`config.mk`:
```
export PLATFORM = sky130hd
export DESIGN_NAME = control_unit
export DESIGN_NICKNAME = d
export VERILOG_FILES = /design/src/hdl/cu_cmd_pkg.sv /design/src/hdl/cu_fsm_pkg.sv /design/src/hdl/cmd_status.sv /design/src/hdl/ifmap_sequencer.sv /design/src/hdl/weight_sequencer.sv /design/src/hdl/control_unit.sv
export SDC_FILE = /design/constraint.sdc
export NUM_CORES = 1
export LEC_CHECK = 0
export BUFFER_PORTS_ARGS = -buffer_cell sky130_fd_sc_hd__buf_2
export CORE_AREA = 4 4 96 98
export CTS_CLUSTER_DIAMETER = 120
export CTS_CLUSTER_SIZE = 25
export DETAILED_ROUTE_END_ITERATION = 10
export DIE_AREA = 0 0 100 102
export PLACE_DENSITY_LB_ADDON = 0.1
export SYNTH_ARGS = -nofsm -noshare
export SYNTH_HDL_FRONTEND = slang
export SYNTH_SLANG_ARGS = --single-unit
```
`constraint.sdc`:
```
create_clock -name clk -period 5 [get_ports clk]
set_clock_uncertainty 0.05 [all_clocks]
set_input_delay 0.5 -clock clk [delete_from_list [all_inputs] [get_ports clk]]
set_output_delay 0.5 -clock clk [all_outputs]
set_load 0.01 [all_outputs]
```
`src/hdl/cu_cmd_pkg.sv`:
```
package cu_cmd_pkg;

    // host control word
    localparam int ctrl_w = 32;

    typedef enum logic [7:0] {
        op_compute      = 8'd87,
        op_write_weight = 8'd12
    } opcode_t;

    // word 0, opcode and output channels
    localparam int opcode_lsb = 0;
    localparam int opcode_w = 8;
    localparam int out_chan_lsb = 20;
    localparam int chan_w = 12;

    // word 1, operation, ofmap width, stride
    localparam int oper_lsb = 0;
    localparam int oper_w = 2;
    localparam logic [oper_w-1:0] oper_conv = 2'd0;
    localparam int width_lsb = 2;
    localparam int dim_w = 9;
    localparam int stride_lsb = 11;
    localparam int stride_w = 3;

    // word 2, one-hot kernel size
    localparam int ksize_lsb = 0;
    localparam int ksize_w = 5;

    // status word back to the host
    localparam logic [ctrl_w-1:0] status_clear = '0;
    localparam logic [ctrl_w-1:0] status_weight_done = 1;
    localparam logic [ctrl_w-1:0] status_output_done = '1;

endpackage

```
`src/hdl/cu_fsm_pkg.sv`:
```
package cu_fsm_pkg;

    typedef enum logic [3:0] {
        if_idle,
        if_wait_row,
        if_load_row,
        if_compute,
        if_wait_step,
        if_load_step
    } ifmap_state_t;

    typedef enum logic [3:0] {
        wt_idle,
        wt_reset_addr,
        wt_fetch,
        wt_pair,
        wt_load
    } weight_state_t;

    typedef enum logic [1:0] {
        ww_idle,
        ww_start,
        ww_wait,
        ww_finish
    } ww_state_t;

    // one-hot kernel codes, sizes 1 to 5
    localparam logic [cu_cmd_pkg::ksize_w-1:0] k1 = 5'b00001;
    localparam logic [cu_cmd_pkg::ksize_w-1:0] k2 = 5'b00010;
    localparam logic [cu_cmd_pkg::ksize_w-1:0] k3 = 5'b00100;
    localparam logic [cu_cmd_pkg::ksize_w-1:0] k4 = 5'b01000;
    localparam logic [cu_cmd_pkg::ksize_w-1:0] k5 = 5'b10000;

    // kernel height as a row count
    function automatic logic [2:0] kernel_count(input logic [cu_cmd_pkg::ksize_w-1:0] code);
        case (code)
            k2:      return 3'd2;
            k3:      return 3'd3;
            k4:      return 3'd4;
            k5:      return 3'd5;
            default: return 3'd1;
        endcase
    endfunction

endpackage

```
`src/hdl/cmd_status.sv`:
```
`timescale 1ns/1ns

module cmd_status (
    input  logic                              clk,
    input  logic                              rst_n,
    input  logic [cu_cmd_pkg::ctrl_w-1:0]     ctrl_0,
    input  logic [cu_cmd_pkg::ctrl_w-1:0]     ctrl_1,
    input  logic [cu_cmd_pkg::ctrl_w-1:0]     ctrl_2,
    input  logic                              write_weight_finish,
    input  logic                              output_finish,
    input  logic                              layer_finish,
    output logic                              compute_active,
    output logic [cu_cmd_pkg::ksize_w-1:0]    kernel_size,
    output logic [cu_cmd_pkg::dim_w-1:0]      ofmap_width,
    output logic [cu_cmd_pkg::stride_w-1:0]   stride,
    output logic [cu_cmd_pkg::chan_w-1:0]     output_channel_size,
    output logic                              ww_transfer_start,
    output logic                              bram_write_en,
    output logic                              axis_en,
    output logic                              axis_clear,
    output logic [cu_cmd_pkg::ctrl_w-1:0]     ctrl_3
);

    cu_cmd_pkg::opcode_t opcode;
    logic [cu_cmd_pkg::oper_w-1:0] operation;
    logic inst_compute;
    logic inst_write_weight;
    logic inst_compute_q;
    logic inst_write_weight_q;
    logic compute_edge;
    logic inst_edge;
    logic axis_en_q;
    logic axis_clear_q;
    cu_fsm_pkg::ww_state_t ww_state;

    ////////////////////////////////////////
    // decode
    ////////////////////////////////////////
    assign opcode = cu_cmd_pkg::opcode_t'(ctrl_0[cu_cmd_pkg::opcode_lsb +: cu_cmd_pkg::opcode_w]);
    assign output_channel_size = ctrl_0[cu_cmd_pkg::out_chan_lsb +: cu_cmd_pkg::chan_w];
    assign operation = ctrl_1[cu_cmd_pkg::oper_lsb +: cu_cmd_pkg::oper_w];
    assign ofmap_width = ctrl_1[cu_cmd_pkg::width_lsb +: cu_cmd_pkg::dim_w];
    assign stride = ctrl_1[cu_cmd_pkg::stride_lsb +: cu_cmd_pkg::stride_w];
    assign kernel_size = ctrl_2[cu_cmd_pkg::ksize_lsb +: cu_cmd_pkg::ksize_w];

    assign inst_compute = (opcode == cu_cmd_pkg::op_compute);
    assign inst_write_weight = (opcode == cu_cmd_pkg::op_write_weight);
    assign compute_active = inst_compute && (operation == cu_cmd_pkg::oper_conv);

    // rising edges of either instruction
    assign compute_edge = inst_compute && !inst_compute_q;
    assign inst_edge = compute_edge || (inst_write_weight && !inst_write_weight_q);

    // stream enable held from the edge until the job ends
    assign axis_en = axis_en_q || inst_edge;
    assign axis_clear = axis_clear_q || compute_edge;

    assign ww_transfer_start = (ww_state == cu_fsm_pkg::ww_start);
    assign bram_write_en = (ww_state != cu_fsm_pkg::ww_idle);

    always_ff @(posedge clk or negedge rst_n) begin
        if (!rst_n) begin
            inst_compute_q <= 1'b0;
            inst_write_weight_q <= 1'b0;
            axis_en_q <= 1'b0;
            axis_clear_q <= 1'b0;
            ctrl_3 <= cu_cmd_pkg::status_clear;
        end else begin
            inst_compute_q <= inst_compute;
            inst_write_weight_q <= inst_write_weight;
            axis_clear_q <= write_weight_finish;
            if (layer_finish || write_weight_finish) begin
                axis_en_q <= 1'b0;
            end else if (inst_edge) begin
                axis_en_q <= 1'b1;
            end
            if (write_weight_finish) begin
                ctrl_3 <= cu_cmd_pkg::status_weight_done;
            end else if (output_finish) begin
                ctrl_3 <= cu_cmd_pkg::status_output_done;
            end else if (inst_edge) begin
                ctrl_3 <= cu_cmd_pkg::status_clear;
            end
        end
    end

    ////////////////////////////////////////
    // weight-write sequence
    ////////////////////////////////////////
    always_ff @(posedge clk or negedge rst_n) begin
        if (!rst_n) begin
            ww_state <= cu_fsm_pkg::ww_idle;
        end else if (!inst_write_weight) begin
            ww_state <= cu_fsm_pkg::ww_idle;
        end else begin
            case (ww_state)
                cu_fsm_pkg::ww_idle:  ww_state <= cu_fsm_pkg::ww_start;
                cu_fsm_pkg::ww_start: ww_state <= cu_fsm_pkg::ww_wait;
                cu_fsm_pkg::ww_wait: begin
                    if (write_weight_finish) begin
                        ww_state <= cu_fsm_pkg::ww_finish;
                    end
                end
                // finish holds until the opcode drops
                default: ww_state <= cu_fsm_pkg::ww_finish;
            endcase
        end
    end

endmodule

```
`src/hdl/ifmap_sequencer.sv`:
```
`timescale 1ns/1ns

module ifmap_sequencer (
    input  logic                              clk,
    input  logic                              rst_n,
    input  logic                              compute_active,
    input  logic [cu_cmd_pkg::ksize_w-1:0]    kernel_size,
    input  logic [cu_cmd_pkg::stride_w-1:0]   stride,
    input  logic [cu_cmd_pkg::dim_w-1:0]      ofmap_width,
    input  logic                              ifmaps_fifo_empty,
    input  logic                              window_done,
    output logic                              load_ifmaps,
    output logic                              window_ready,
    output logic                              all_done
);

    cu_fsm_pkg::ifmap_state_t state;
    cu_fsm_pkg::ifmap_state_t state_next;
    logic [2:0] kernel_rows;
    logic [2:0] load_cnt;
    logic [cu_cmd_pkg::dim_w-1:0] last_idx;
    logic [cu_cmd_pkg::dim_w-1:0] col_cnt;
    logic [cu_cmd_pkg::dim_w-1:0] row_cnt;
    logic last_col;
    logic layer_done;

    assign kernel_rows = cu_fsm_pkg::kernel_count(kernel_size);
    assign last_idx = ofmap_width - 1'b1;
    assign last_col = (col_cnt == last_idx);

    assign window_ready = (state == cu_fsm_pkg::if_compute);
    assign load_ifmaps = (state == cu_fsm_pkg::if_load_row) ||
                         (state == cu_fsm_pkg::if_load_step);
    assign all_done = window_ready && window_done && last_col && (row_cnt == last_idx);

    ////////////////////////////////////////
    // row loads, step loads, compute
    ////////////////////////////////////////
    always_comb begin
        state_next = state;
        case (state)
            cu_fsm_pkg::if_idle: begin
                // no restart until the host drops the instruction
                if (!layer_done) state_next = cu_fsm_pkg::if_wait_row;
            end
            cu_fsm_pkg::if_wait_row: begin
                if (!ifmaps_fifo_empty) state_next = cu_fsm_pkg::if_load_row;
            end
            cu_fsm_pkg::if_load_row: begin
                if (load_cnt + 3'd1 == kernel_rows) state_next = cu_fsm_pkg::if_compute;
                else state_next = cu_fsm_pkg::if_wait_row;
            end
            cu_fsm_pkg::if_compute: begin
                if (window_done) begin
                    if (all_done) state_next = cu_fsm_pkg::if_idle;
                    else if (last_col) state_next = cu_fsm_pkg::if_wait_row;
                    else state_next = cu_fsm_pkg::if_wait_step;
                end
            end
            cu_fsm_pkg::if_wait_step: begin
                if (!ifmaps_fifo_empty) state_next = cu_fsm_pkg::if_load_step;
            end
            cu_fsm_pkg::if_load_step: begin
                if (load_cnt + 3'd1 == stride) state_next = cu_fsm_pkg::if_compute;
                else state_next = cu_fsm_pkg::if_wait_step;
            end
            default: state_next = cu_fsm_pkg::if_idle;
        endcase
    end

    always_ff @(posedge clk or negedge rst_n) begin
        if (!rst_n) begin
            state <= cu_fsm_pkg::if_idle;
            load_cnt <= 3'd0;
            col_cnt <= '0;
            row_cnt <= '0;
            layer_done <= 1'b0;
        end else begin
            state <= compute_active ? state_next : cu_fsm_pkg::if_idle;
            if (!compute_active) layer_done <= 1'b0;
            else if (all_done) layer_done <= 1'b1;
            // load count restarts on every compute
            if (window_ready || state == cu_fsm_pkg::if_idle) load_cnt <= 3'd0;
            else if (load_ifmaps) load_cnt <= load_cnt + 3'd1;
            // ofmap position, column wraps into the next row
            if (state == cu_fsm_pkg::if_idle) begin
                col_cnt <= '0;
                row_cnt <= '0;
            end else if (window_ready && window_done) begin
                if (last_col) begin
                    col_cnt <= '0;
                    row_cnt <= row_cnt + 1'b1;
                end else begin
                    col_cnt <= col_cnt + 1'b1;
                end
            end
        end
    end

endmodule

```
`src/hdl/weight_sequencer.sv`:
```
`timescale 1ns/1ns

module weight_sequencer (
    input  logic                              clk,
    input  logic                              rst_n,
    input  logic                              compute_active,
    input  logic                              window_ready,
    input  logic [cu_cmd_pkg::ksize_w-1:0]    kernel_size,
    input  logic [cu_cmd_pkg::chan_w-1:0]     output_channel_size,
    input  logic                              weight_from_bram_valid,
    output logic                              load_weight_preload,
    output logic                              load_weight,
    output logic                              bram_port_sel,
    output logic                              bram_control_add1,
    output logic                              bram_control_add2,
    output logic                              wl_transfer_start,
    output logic                              window_done
);

    cu_fsm_pkg::weight_state_t state;
    logic [2:0] kernel_rows;
    logic [2:0] step_cnt;
    logic [cu_cmd_pkg::chan_w-1:0] filter_cnt;
    logic fetch;
    logic pair;
    logic valid_fetch;
    logic last_step;
    logic last_filter;

    assign kernel_rows = cu_fsm_pkg::kernel_count(kernel_size);
    assign fetch = (state == cu_fsm_pkg::wt_fetch);
    assign pair = (state == cu_fsm_pkg::wt_pair);
    assign valid_fetch = fetch && weight_from_bram_valid;
    assign last_step = (step_cnt == kernel_rows - 3'd1);
    assign last_filter = (filter_cnt + 1'b1 == output_channel_size);

    assign load_weight = (state == cu_fsm_pkg::wt_load);
    assign window_done = load_weight && last_filter;
    assign wl_transfer_start = (state == cu_fsm_pkg::wt_reset_addr);
    // fetch rows wait for the BRAM, the second port row is already there
    assign load_weight_preload = valid_fetch || pair;
    assign bram_port_sel = pair;

    ////////////////////////////////////////
    // BRAM address step per kernel size
    ////////////////////////////////////////
    assign bram_control_add1 = weight_from_bram_valid && (
        (load_weight && (kernel_size == cu_fsm_pkg::k1 || kernel_size == cu_fsm_pkg::k5)) ||
        (fetch && step_cnt == 3'd2 && kernel_size == cu_fsm_pkg::k3) ||
        (fetch && step_cnt == 3'd4 && kernel_size == cu_fsm_pkg::k5));

    assign bram_control_add2 = weight_from_bram_valid && (
        (load_weight && (kernel_size == cu_fsm_pkg::k2 || kernel_size == cu_fsm_pkg::k4)) ||
        (pair && step_cnt == 3'd1 && kernel_size == cu_fsm_pkg::k3) ||
        (fetch && step_cnt == 3'd0 &&
            (kernel_size == cu_fsm_pkg::k4 || kernel_size == cu_fsm_pkg::k5)) ||
        (fetch && step_cnt == 3'd2 && kernel_size == cu_fsm_pkg::k5));

    always_ff @(posedge clk or negedge rst_n) begin
        if (!rst_n) begin
            state <= cu_fsm_pkg::wt_idle;
        end else if (!compute_active) begin
            state <= cu_fsm_pkg::wt_idle;
        end else begin
            case (state)
                cu_fsm_pkg::wt_idle: begin
                    if (window_ready) state <= cu_fsm_pkg::wt_reset_addr;
                end
                cu_fsm_pkg::wt_reset_addr: state <= cu_fsm_pkg::wt_fetch;
                cu_fsm_pkg::wt_fetch: begin
                    if (weight_from_bram_valid) begin
                        state <= last_step ? cu_fsm_pkg::wt_load : cu_fsm_pkg::wt_pair;
                    end
                end
                cu_fsm_pkg::wt_pair: begin
                    state <= last_step ? cu_fsm_pkg::wt_load : cu_fsm_pkg::wt_fetch;
                end
                cu_fsm_pkg::wt_load: begin
                    state <= last_filter ? cu_fsm_pkg::wt_idle : cu_fsm_pkg::wt_fetch;
                end
                default: state <= cu_fsm_pkg::wt_idle;
            endcase
        end
    end

    // preload step and filter counters
    always_ff @(posedge clk or negedge rst_n) begin
        if (!rst_n) begin
            step_cnt <= 3'd0;
            filter_cnt <= '0;
        end else begin
            if (wl_transfer_start || load_weight) step_cnt <= 3'd0;
            else if (load_weight_preload) step_cnt <= step_cnt + 3'd1;
            if (state == cu_fsm_pkg::wt_idle) filter_cnt <= '0;
            else if (load_weight) filter_cnt <= filter_cnt + 1'b1;
        end
    end

endmodule

```
`src/hdl/control_unit.sv`:
```
`timescale 1ns/1ns

module control_unit (
    input  logic                              clk,
    input  logic                              rst_n,
    input  logic [cu_cmd_pkg::ctrl_w-1:0]     ctrl_0,
    input  logic [cu_cmd_pkg::ctrl_w-1:0]     ctrl_1,
    input  logic [cu_cmd_pkg::ctrl_w-1:0]     ctrl_2,
    input  logic                              ifmaps_fifo_empty,
    input  logic                              weight_from_bram_valid,
    input  logic                              write_weight_finish,
    input  logic                              output_finish,
    output logic [cu_cmd_pkg::ctrl_w-1:0]     ctrl_3,
    output logic                              layer_finish,
    output logic                              load_ifmaps,
    output logic                              load_weight_preload,
    output logic                              load_weight,
    output logic [cu_cmd_pkg::ksize_w-1:0]    kernel_size,
    output logic                              bram_port_sel,
    output logic                              bram_control_add1,
    output logic                              bram_control_add2,
    output logic                              bram_transfer_start,
    output logic                              bram_write_en,
    output logic                              axis_en,
    output logic                              axis_clear
);

    logic compute_active;
    logic [cu_cmd_pkg::dim_w-1:0] ofmap_width;
    logic [cu_cmd_pkg::stride_w-1:0] stride;
    logic [cu_cmd_pkg::chan_w-1:0] output_channel_size;
    logic ww_transfer_start;
    logic wl_transfer_start;
    logic window_ready;
    logic window_done;
    logic all_done;

    // weight write and weight read share the BRAM start strobe
    assign bram_transfer_start = ww_transfer_start || wl_transfer_start;

    // last filter of the last window, one cycle wide
    assign layer_finish = all_done && compute_active;

    cmd_status i_cmd_status (
        .clk, .rst_n, .ctrl_0, .ctrl_1, .ctrl_2, .write_weight_finish, .output_finish,
        .layer_finish, .compute_active, .kernel_size, .ofmap_width, .stride,
        .output_channel_size, .ww_transfer_start, .bram_write_en, .axis_en, .axis_clear,
        .ctrl_3
    );

    ifmap_sequencer i_ifmap_sequencer (
        .clk, .rst_n, .compute_active, .kernel_size, .stride, .ofmap_width,
        .ifmaps_fifo_empty, .window_done, .load_ifmaps, .window_ready, .all_done
    );

    weight_sequencer i_weight_sequencer (
        .clk, .rst_n, .compute_active, .window_ready, .kernel_size, .output_channel_size,
        .weight_from_bram_valid, .load_weight_preload, .load_weight, .bram_port_sel,
        .bram_control_add1, .bram_control_add2, .wl_transfer_start, .window_done
    );

endmodule

```
==> results of run 1 <==
-- layer usage --
layer	vias up	track usage (%)
met1	1943	26.9
met3	21	3.14
li1	2016	-
met4	0	6.42
met2	94	36.8
met5	-	0
-- layout by cell type, fill, tap and decap left out, types with 5 or more instances in the layout --
cell | Yosys | final
nand2_1 | 55 | 55
nand2b_1 | 13 | 13
nor2b_1 | 11 | 11
or2_2 | 6 | 6
a2bb2oi_1 | 6 | 6
mux2i_1 | 12 | 12
a211oi_1 | 5 | 5
nor2_1 | 30 | 30
xnor2_1 | 27 | 27
and4_1 | 7 | 7
nand3_1 | 26 | 26
o21a_1 | 6 | 6
and3_1 | 10 | 10
ha_1 | 10 | 10
clkbuf_8 | 0 | 5
inv_1 | 15 | 15
nor4_1 | 6 | 6
o31ai_1 | 7 | 7
and2_1 | 5 | 5
o21ai_0 | 27 | 27
dfrtp_1 | 51 | 51
nand4_1 | 11 | 11
buf_2 | 6 | 92
xor2_1 | 21 | 21
a22oi_1 | 5 | 5
or4_1 | 8 | 8
nor3_1 | 20 | 20
a21oi_1 | 25 | 25
-- final cells by class --
cell class                      count  area (um2)  area share, %
Timing Repair Buffer               95         483           10.1
Clock buffer                        5        68.8           1.44
Inverter                           15        56.3           1.18
Multi-Input combinational cell    420        2730           57.2
Clock inverter                      3        23.8          0.498
Tap cell                          108         135           2.83
Sequential cell                    51        1280           26.7
-- cell families (layout without fill, tap and decap cells) --
kind of cell / count (synthesis) / in the layout / synth area share, %
and+or+nand+nor: 230 / 230 / 27.9
AOI/OAI and AO/OA: 117 / 117 / 17.5
buffers and inverters: 81 / 118 / 10.0
DFF: 51 / 51 / 28.6
xor gates and xnor gates: 49 / 49 / 9.96
muxes: 14 / 14 / 3.20
adders and majority gates: 10 / 10 / 2.81
-- sequential cells by signal, indices dropped and copies added, names as in the netlist --
signal	cells
i_ifmap_sequencer.load_cnt	3
i_cmd_status.inst_compute_q	1
i_cmd_status.ww_state	2
i_weight_sequencer.filter_cnt	12
i_ifmap_sequencer.layer_done	1
i_weight_sequencer.step_cnt	3
i_weight_sequencer.state	3
i_ifmap_sequencer.col_cnt	9
i_cmd_status.inst_write_weight_q	1
i_ifmap_sequencer.row_cnt	9
i_ifmap_sequencer.state	3
i_cmd_status.axis_en_q	1
i_cmd_status.axis_clear_q	1
i_cmd_status.ctrl_3	2
-- power groups by stage --
| stage | logic, uW | registers (uW) | clock network [uW] |
|---|---|---|---|
| after floorplan | 90.0 | 425 | 0 |
| after global placement | 126 | 424 | 0 |
| after detailed placement | 128 | 425 | 0 |
| after CTS | 128 | 417 | 266 |
| after global routing | 141 | 418 | 282 |
| final | 126 | 416 | 256 |
-- worst max-delay path by stage --
stage / depth (start not counted) / slack (ps) / endpoint / startpoint
2_1_floorplan: 8 / 1880 / layer_finish / ctrl_1[2]
6_report: 11 / 1180 / layer_finish / ctrl_1[2]
3_5_place_dp: 11 / 1240 / layer_finish / ctrl_1[2]
3_3_place_gp: 11 / 1230 / layer_finish / ctrl_1[2]
4_1_cts: 11 / 1220 / layer_finish / ctrl_1[2]
5_1_grt: 11 / 1010 / layer_finish / ctrl_1[2]
-- metrics by stage --
| step | total power, uW | instances | utilization (%) | setup slack (ps) | hold WS, ps |
|---|---|---|---|---|---|
| 2_1_floorplan | 515 | 552 | - | 1880 | 154 |
| 3_3_place_gp | 550 | 689 | 55.3 | 1230 | 409 |
| 3_5_place_dp | 553 | 689 | 55.3 | 1240 | 420 |
| 4_1_cts | 811 | 697 | 56.4 | 1220 | 281 |
| 5_1_grt | 841 | 697 | 56.4 | 1010 | 281 |
| 6_report | 799 | 697 | 56.4 | 1180 | 241 |
==> results.md, run 1 <==
* Worst-Skew Late Latency at 310 ps
* Placed inst area at 4680 um2
* Biggest area consumer among synthesized cells: dfrtp_1
* Crit path time final at 3820 ps
* Yosys reg bits at 51
* Die area at 10,200 um2
* Dpl hpwl at 7.94 mm
* Worst slew margin at 39.7%
* Synthesis-to-layout area growth at 7.16%
* Post-synth top area share at 28.6%
* Worst r2r src: i_weight_sequencer.filter_cnt[0]$_DFFE_PN0P_
* Maximum fanout along the worst path at 8
* Clock buffer count from CTS at 5
* Largest net degree at the start of global routing at 52
* Setup_tns at 0 ps
* Largest delay contributor family on the critical path: simple AND/OR/NAND/NOR gates
* Crit path buffers/inverters at 4
* IO Pins at 150
* CP endpoint kind: output pin
* Post-synth EDFFs at 0
* GRT Residual Overflow at 0
* Int Pwr at 568 uW
* Final Hold Fails at 0
* FMAX at 262 MHz
* DRT Pass-1 Iters at 7
* Starting Density at 52.7%
* Fin nets at 700
* Post-synth top cells: 55 x nand2_1, 51 x dfrtp_1, 36 x buf_4
* Unrepaired setup endpoints after global routing: no
* Post-Synthesis Cell Area at 4460 um2
* M1 WL at 4.73 mm
* # clock sinks at 51
* Initial antenna violation count at 0
* Placer Congestion at 0.855
* Seq/Total Area, Yosys at 28.6%
* WL met2 at 5.14 mm
* ANT nets after route at 0
* Top cell by count, worst path: buf_2
* Required @ worst endpoint at 4450 ps
* Fillers at 810
* Leading post-synthesis cells by cell area: dfrtp_1 29%, buf_4 6.1%, xnor2_1 5.3%
* Combinational share of power at 15.8%
* Max Cap Viol at 0
* Tcrit/Tclk final at 76.3%
* Total Wirelength at 10.5 mm
* Port bufs at 92
* Row Count at 34
* Setup Buffers After CTS at 0
* CTS Buffer Depth at 2
* Netlist cell types at 68
* Final setup fails at 0
* PD cells at 167 nW/um2
* Met3 wire len at 475 um
* Slew Limit Fails at 0
* Post-synth ARST share at 100%
* Share of cells above drive strength 1 at 19.7%
* Core ar. at 8470 um2
* Clock power frac at 32.1%
* LEAKAGE at 0.00215 uW
* Die extent in x at 100 um
* Post_cts resized at 0
* DRC violations left at 0
* CP max-delay cell: a2111oi_0
* Clock-pin slew of the registers on the worst-case setup and hold paths at 110 ps
* Switching part of the total at 28.9%
* Largest stage delay, worst path at 710 ps
* Startpoint types: primary input
* Maximum vdd drop at 0.107 mV
* Total number of vias at 4,074
* Yosys warnings at 0
* Number of global-route vias before repair at 3,804
* Primary FF master, synth: dfrtp_1
* Root buffer cell: clkbuf_8
* Post-CTS Hold Buffers at 0
* Diodes inserted at 0
* Worst Path Arrival at 3270 ps
* Chip Height at 102 um
* Final instance area at 4780 um2
* Initial DRC count at 111
* CTS tree: yes
* Actual slew at the worst max-slew pin at 882 ps
* Status: finished, final reports clean
* Crit path cell chain: buf_2 -> inv_1 -> ha_1 -> or3b_1 -> nor2_1 -> xor3_1 -> a2111oi_0 -> nand4_1 -> nor4_1 -> buf_4 -> buf_2
* First-pass GRT wire length at 17.7 mm
* Critical R2R Capture: i_ifmap_sequencer.row_cnt[8]$_DFFE_PN0P_
* Synth Instances at 552
* Mapped Avg Cell Area at 8.08 um2
* NetSw at 231 uW
* H-tree depth at 2
* Reg power frac at 52.1%
* DR top layer: met4
* Reg2Reg Depth at 8
* GRT Resource Usage Total at 21.0%
* Hold Crit Class: in2async
* Wire length per cell at 15.1 um
* Most numerous cell in the Yosys netlist: nand2_1
* DR vias/cell at 5.85
* R2R Setup Slk at 1560 ps
* Post-Syn Nets at 664
* CP Class: in2out
Power figures use the tool's default switching activity.
==> run 2, diff against run 1 <==
- CORE_AREA: 4 4 96 98 -> 4 4 98 100
- DIE_AREA: 0 0 100 102 -> 0 0 102 104
- clock period: 5 -> 3.8 ns (I/O delays scaled with it)
==> run 2 against run 1 <==
Against the previous run:
- the run now ends with hold timing left
- sequential power increased by 32%
- count of clock-buffer cells in the layout stayed put
- sequential share of layout area fell by 0.33 points
- via count fell by 0.42%
- worst hold slack worse by 250 ps
- cell count up 0.72%
- die area is 4.0% higher
- global-route usage decreased by 0.92 points
- highest routed layer unchanged
==> results.md, run 2 (same netlist as run 1, synthesis figures left out) <==
* Post-CTS Hold Buffers at 0 (unchanged)
* Setup WS post-layout at 304 ps (-880 ps)
* PD cells at 229 nW/um2 (+37%)
* GRT Resource Usage Total at 20.1% (-0.92 points)
* # clock sinks at 51 (unchanged)
* FMAX at 286 MHz
* Clock-pin slew of the registers on the worst-case setup and hold paths at 100 ps (about the same)
* Fin util at 55.7% (-0.69 points)
* Die area at 10,600 um2 (+4.0%)
* Pre-CTS WS at 559 ps (-677 ps)
* Synthesis-to-layout area growth at 8.50%
* CP startpoint: i_weight_sequencer.filter_cnt[0]$_DFFE_PN0P_
* Commonest non-fill, non-tap cell in the layout: buf_2
* Status: complete, but fails checks
* Hold Crit Class: in2async
* Final Hold Fails at 5 (+5)
* R2R Setup Slk at 840 ps (-720 ps)
* Largest net degree at the start of global routing at 33 (-37%)
* Top Registers: i_weight_sequencer.filter_cnt: 12 flops, i_ifmap_sequencer.col_cnt: 9 flops, i_ifmap_sequencer.row_cnt: 9 flops
* Crit path time final at 3500 ps
* Total number of vias at 4,057 (-0.42%)
* Startpoint types: flip-flop
* DRT Pass-1 Iters at 4 (-3)
* Worst-Skew Late Latency at 310 ps (about the same)
* ANT nets after route at 0 (unchanged)
* LEAKAGE at 0.00219 uW (+1.7%)
* Maximum vdd drop at 0.134 mV (+25%)
* Met3 Resource Use GR at 2.62% (-0.52 points)
* Total Wirelength at 10.6 mm (+0.24%)
* First-pass GRT wire length at 17.8 mm (+0.66%)
* Final setup fails at 0 (unchanged)
* Tcrit/Tclk final at 92.0%
* Initial antenna violation count at 0 (unchanged)
* Crit path to: layer_finish
* Max reg flops at 12 (unchanged)
* Unrepaired setup endpoints after global routing: no
* Grt met1 use at 26.7% (-0.14 points)
* Wire length per cell at 15.0 um (-0.48%)
* Fillers at 843 (+4.1%)
* Max Cap Viol at 0 (unchanged)
* Failing checks: hold timing
* Most frequent cells in the layout: 92 x buf_2, 55 x nand2_1, 51 x dfrtp_1
* H-tree depth at 2 (unchanged)
* CTS Buffer Depth at 2 (unchanged)
* Starting Density at 51.4% (-1.3 points)
* CP Class: reg2out
* Diodes inserted at 0 (unchanged)
* Worst slew margin at 59.6% (+20 points)
* Initial DRC count at 127 (+14%)
* Worst r2r src: i_weight_sequencer.filter_cnt[0]$_DFFE_PN0P_
* Reg2Reg Depth at 9 (+1)
* Placer Congestion at 0.873 (+2.1%)
* Post_cts resized at 0 (unchanged)
* Most Used Layer, Global Route: met2
* Dpl hpwl at 8.15 mm (+2.6%)
* Chip Height at 104 um (+2.0%)
* Setup Buffers After CTS at 0 (unchanged)
* Fin nets at 705 (+0.71%)
* CP endpoint kind: output pin
* Critical R2R Capture: i_ifmap_sequencer.col_cnt[3]$_DFFE_PN0P_
* Tot Pwr at 1110 uW (+39%)
* Number of global-route vias before repair at 3,831 (+0.71%)
* Port bufs at 92 (unchanged)
* Largest register by flop count: i_weight_sequencer.filter_cnt
* Slew Limit Fails at 0 (unchanged)
* Core ar. at 8680 um2 (+2.5%)
* DR vias/cell at 5.78 (-1.1%)
* GRT Residual Overflow at 0 (unchanged)
* Grt met2 use at 34.3% (-2.5 points)
* CTS tree: yes
* Setup_tns at 0 ps (unchanged)
* Clock buffer count from CTS at 5 (unchanged)
* Row Count at 34 (unchanged)
* Required @ worst endpoint at 3370 ps (-1080 ps)
* Root buffer cell: clkbuf_8
* Actual slew at the worst max-slew pin at 606 ps (-275 ps)
* Maximum fanout along the worst path at 8 (unchanged)
* WHS at -4.85 ps (-245 ps)
* Worst Path Arrival at 3070 ps (-200 ps)
* Die extent in x at 102 um (+2.0%)
* IO Pins at 150 (unchanged)
* DRC violations left at 0 (unchanged)
* Share of cells above drive strength 1 at 20.4% (+0.68 points)
## run 2: cell count changes in the layout (fill, tap and decap cells not counted), sizes merged
cell,before,now
bufinv,0,1
buf,95,100
clkinvlp,2,1
## run 2: layout make-up
| class | instances | area (um2) | share of cell area, % |
|---|---|---|---|
| Clock buffer | 5 | 68.8 | 1.42 |
| Clock inverter | 3 | 46.3 | 0.957 |
| Inverter | 15 | 56.3 | 1.16 |
| Multi-Input combinational cell | 420 | 2730 | 56.5 |
| Sequential cell | 51 | 1280 | 26.4 |
| Tap cell | 108 | 135 | 2.79 |
| Timing Repair Buffer | 100 | 520 | 10.8 |
## run 2: per-layer routing
metal,part of all wire [%],wire length (um)
met5,0,0
met4,1.0,105
met3,4.3,458
met2,49,5160
met1,46,4830
## run 2: worst min-delay path by stage
| stage | start | to | cells past startpoint |
|---|---|---|---|
| 2_1_floorplan | rst_n | i_cmd_status.axis_clear_q$_DFF_PN0_ | 0 |
| 3_3_place_gp | rst_n | i_cmd_status.ctrl_3[30]$_DFFE_PN0P_ | 1 |
| 3_5_place_dp | rst_n | i_ifmap_sequencer.col_cnt[8]$_DFFE_PN0P_ | 1 |
| 4_1_cts | rst_n | i_ifmap_sequencer.col_cnt[8]$_DFFE_PN0P_ | 1 |
| 5_1_grt | rst_n | i_ifmap_sequencer.col_cnt[8]$_DFFE_PN0P_ | 1 |
| 6_report | rst_n | i_ifmap_sequencer.col_cnt[7]$_DFFE_PN0P_ | 1 |
## run 2: metrics by stage
step / instances / cell area (um2) / hold WS (ps)
floorplan: 552 / 4460 / 34.4
global placement: 694 / 4720 / 355
detailed placement: 694 / 4720 / 357
CTS: 702 / 4840 / 6.05
global route: 702 / 4840 / 21.8
finish: 702 / 4840 / -4.85
## run 2: worst max-delay path: stages (launching register included)
cell and delay, ps:
dfrtp_1 460, ha_1 300, and3_1 350, nand4_1 220
xnor2_1 220, nor4b_1 340, nand4_1 260, nor4_1 300
buf_4 180, buf_2 120
## run 2: power breakdown
part	switching, uW	internal (uW)	leakage (uW)
registers	4.24	544	0.000693
logic	95.2	71.7	0.00144
clock network	196	199	0.0000548
total	295	814	0.00219
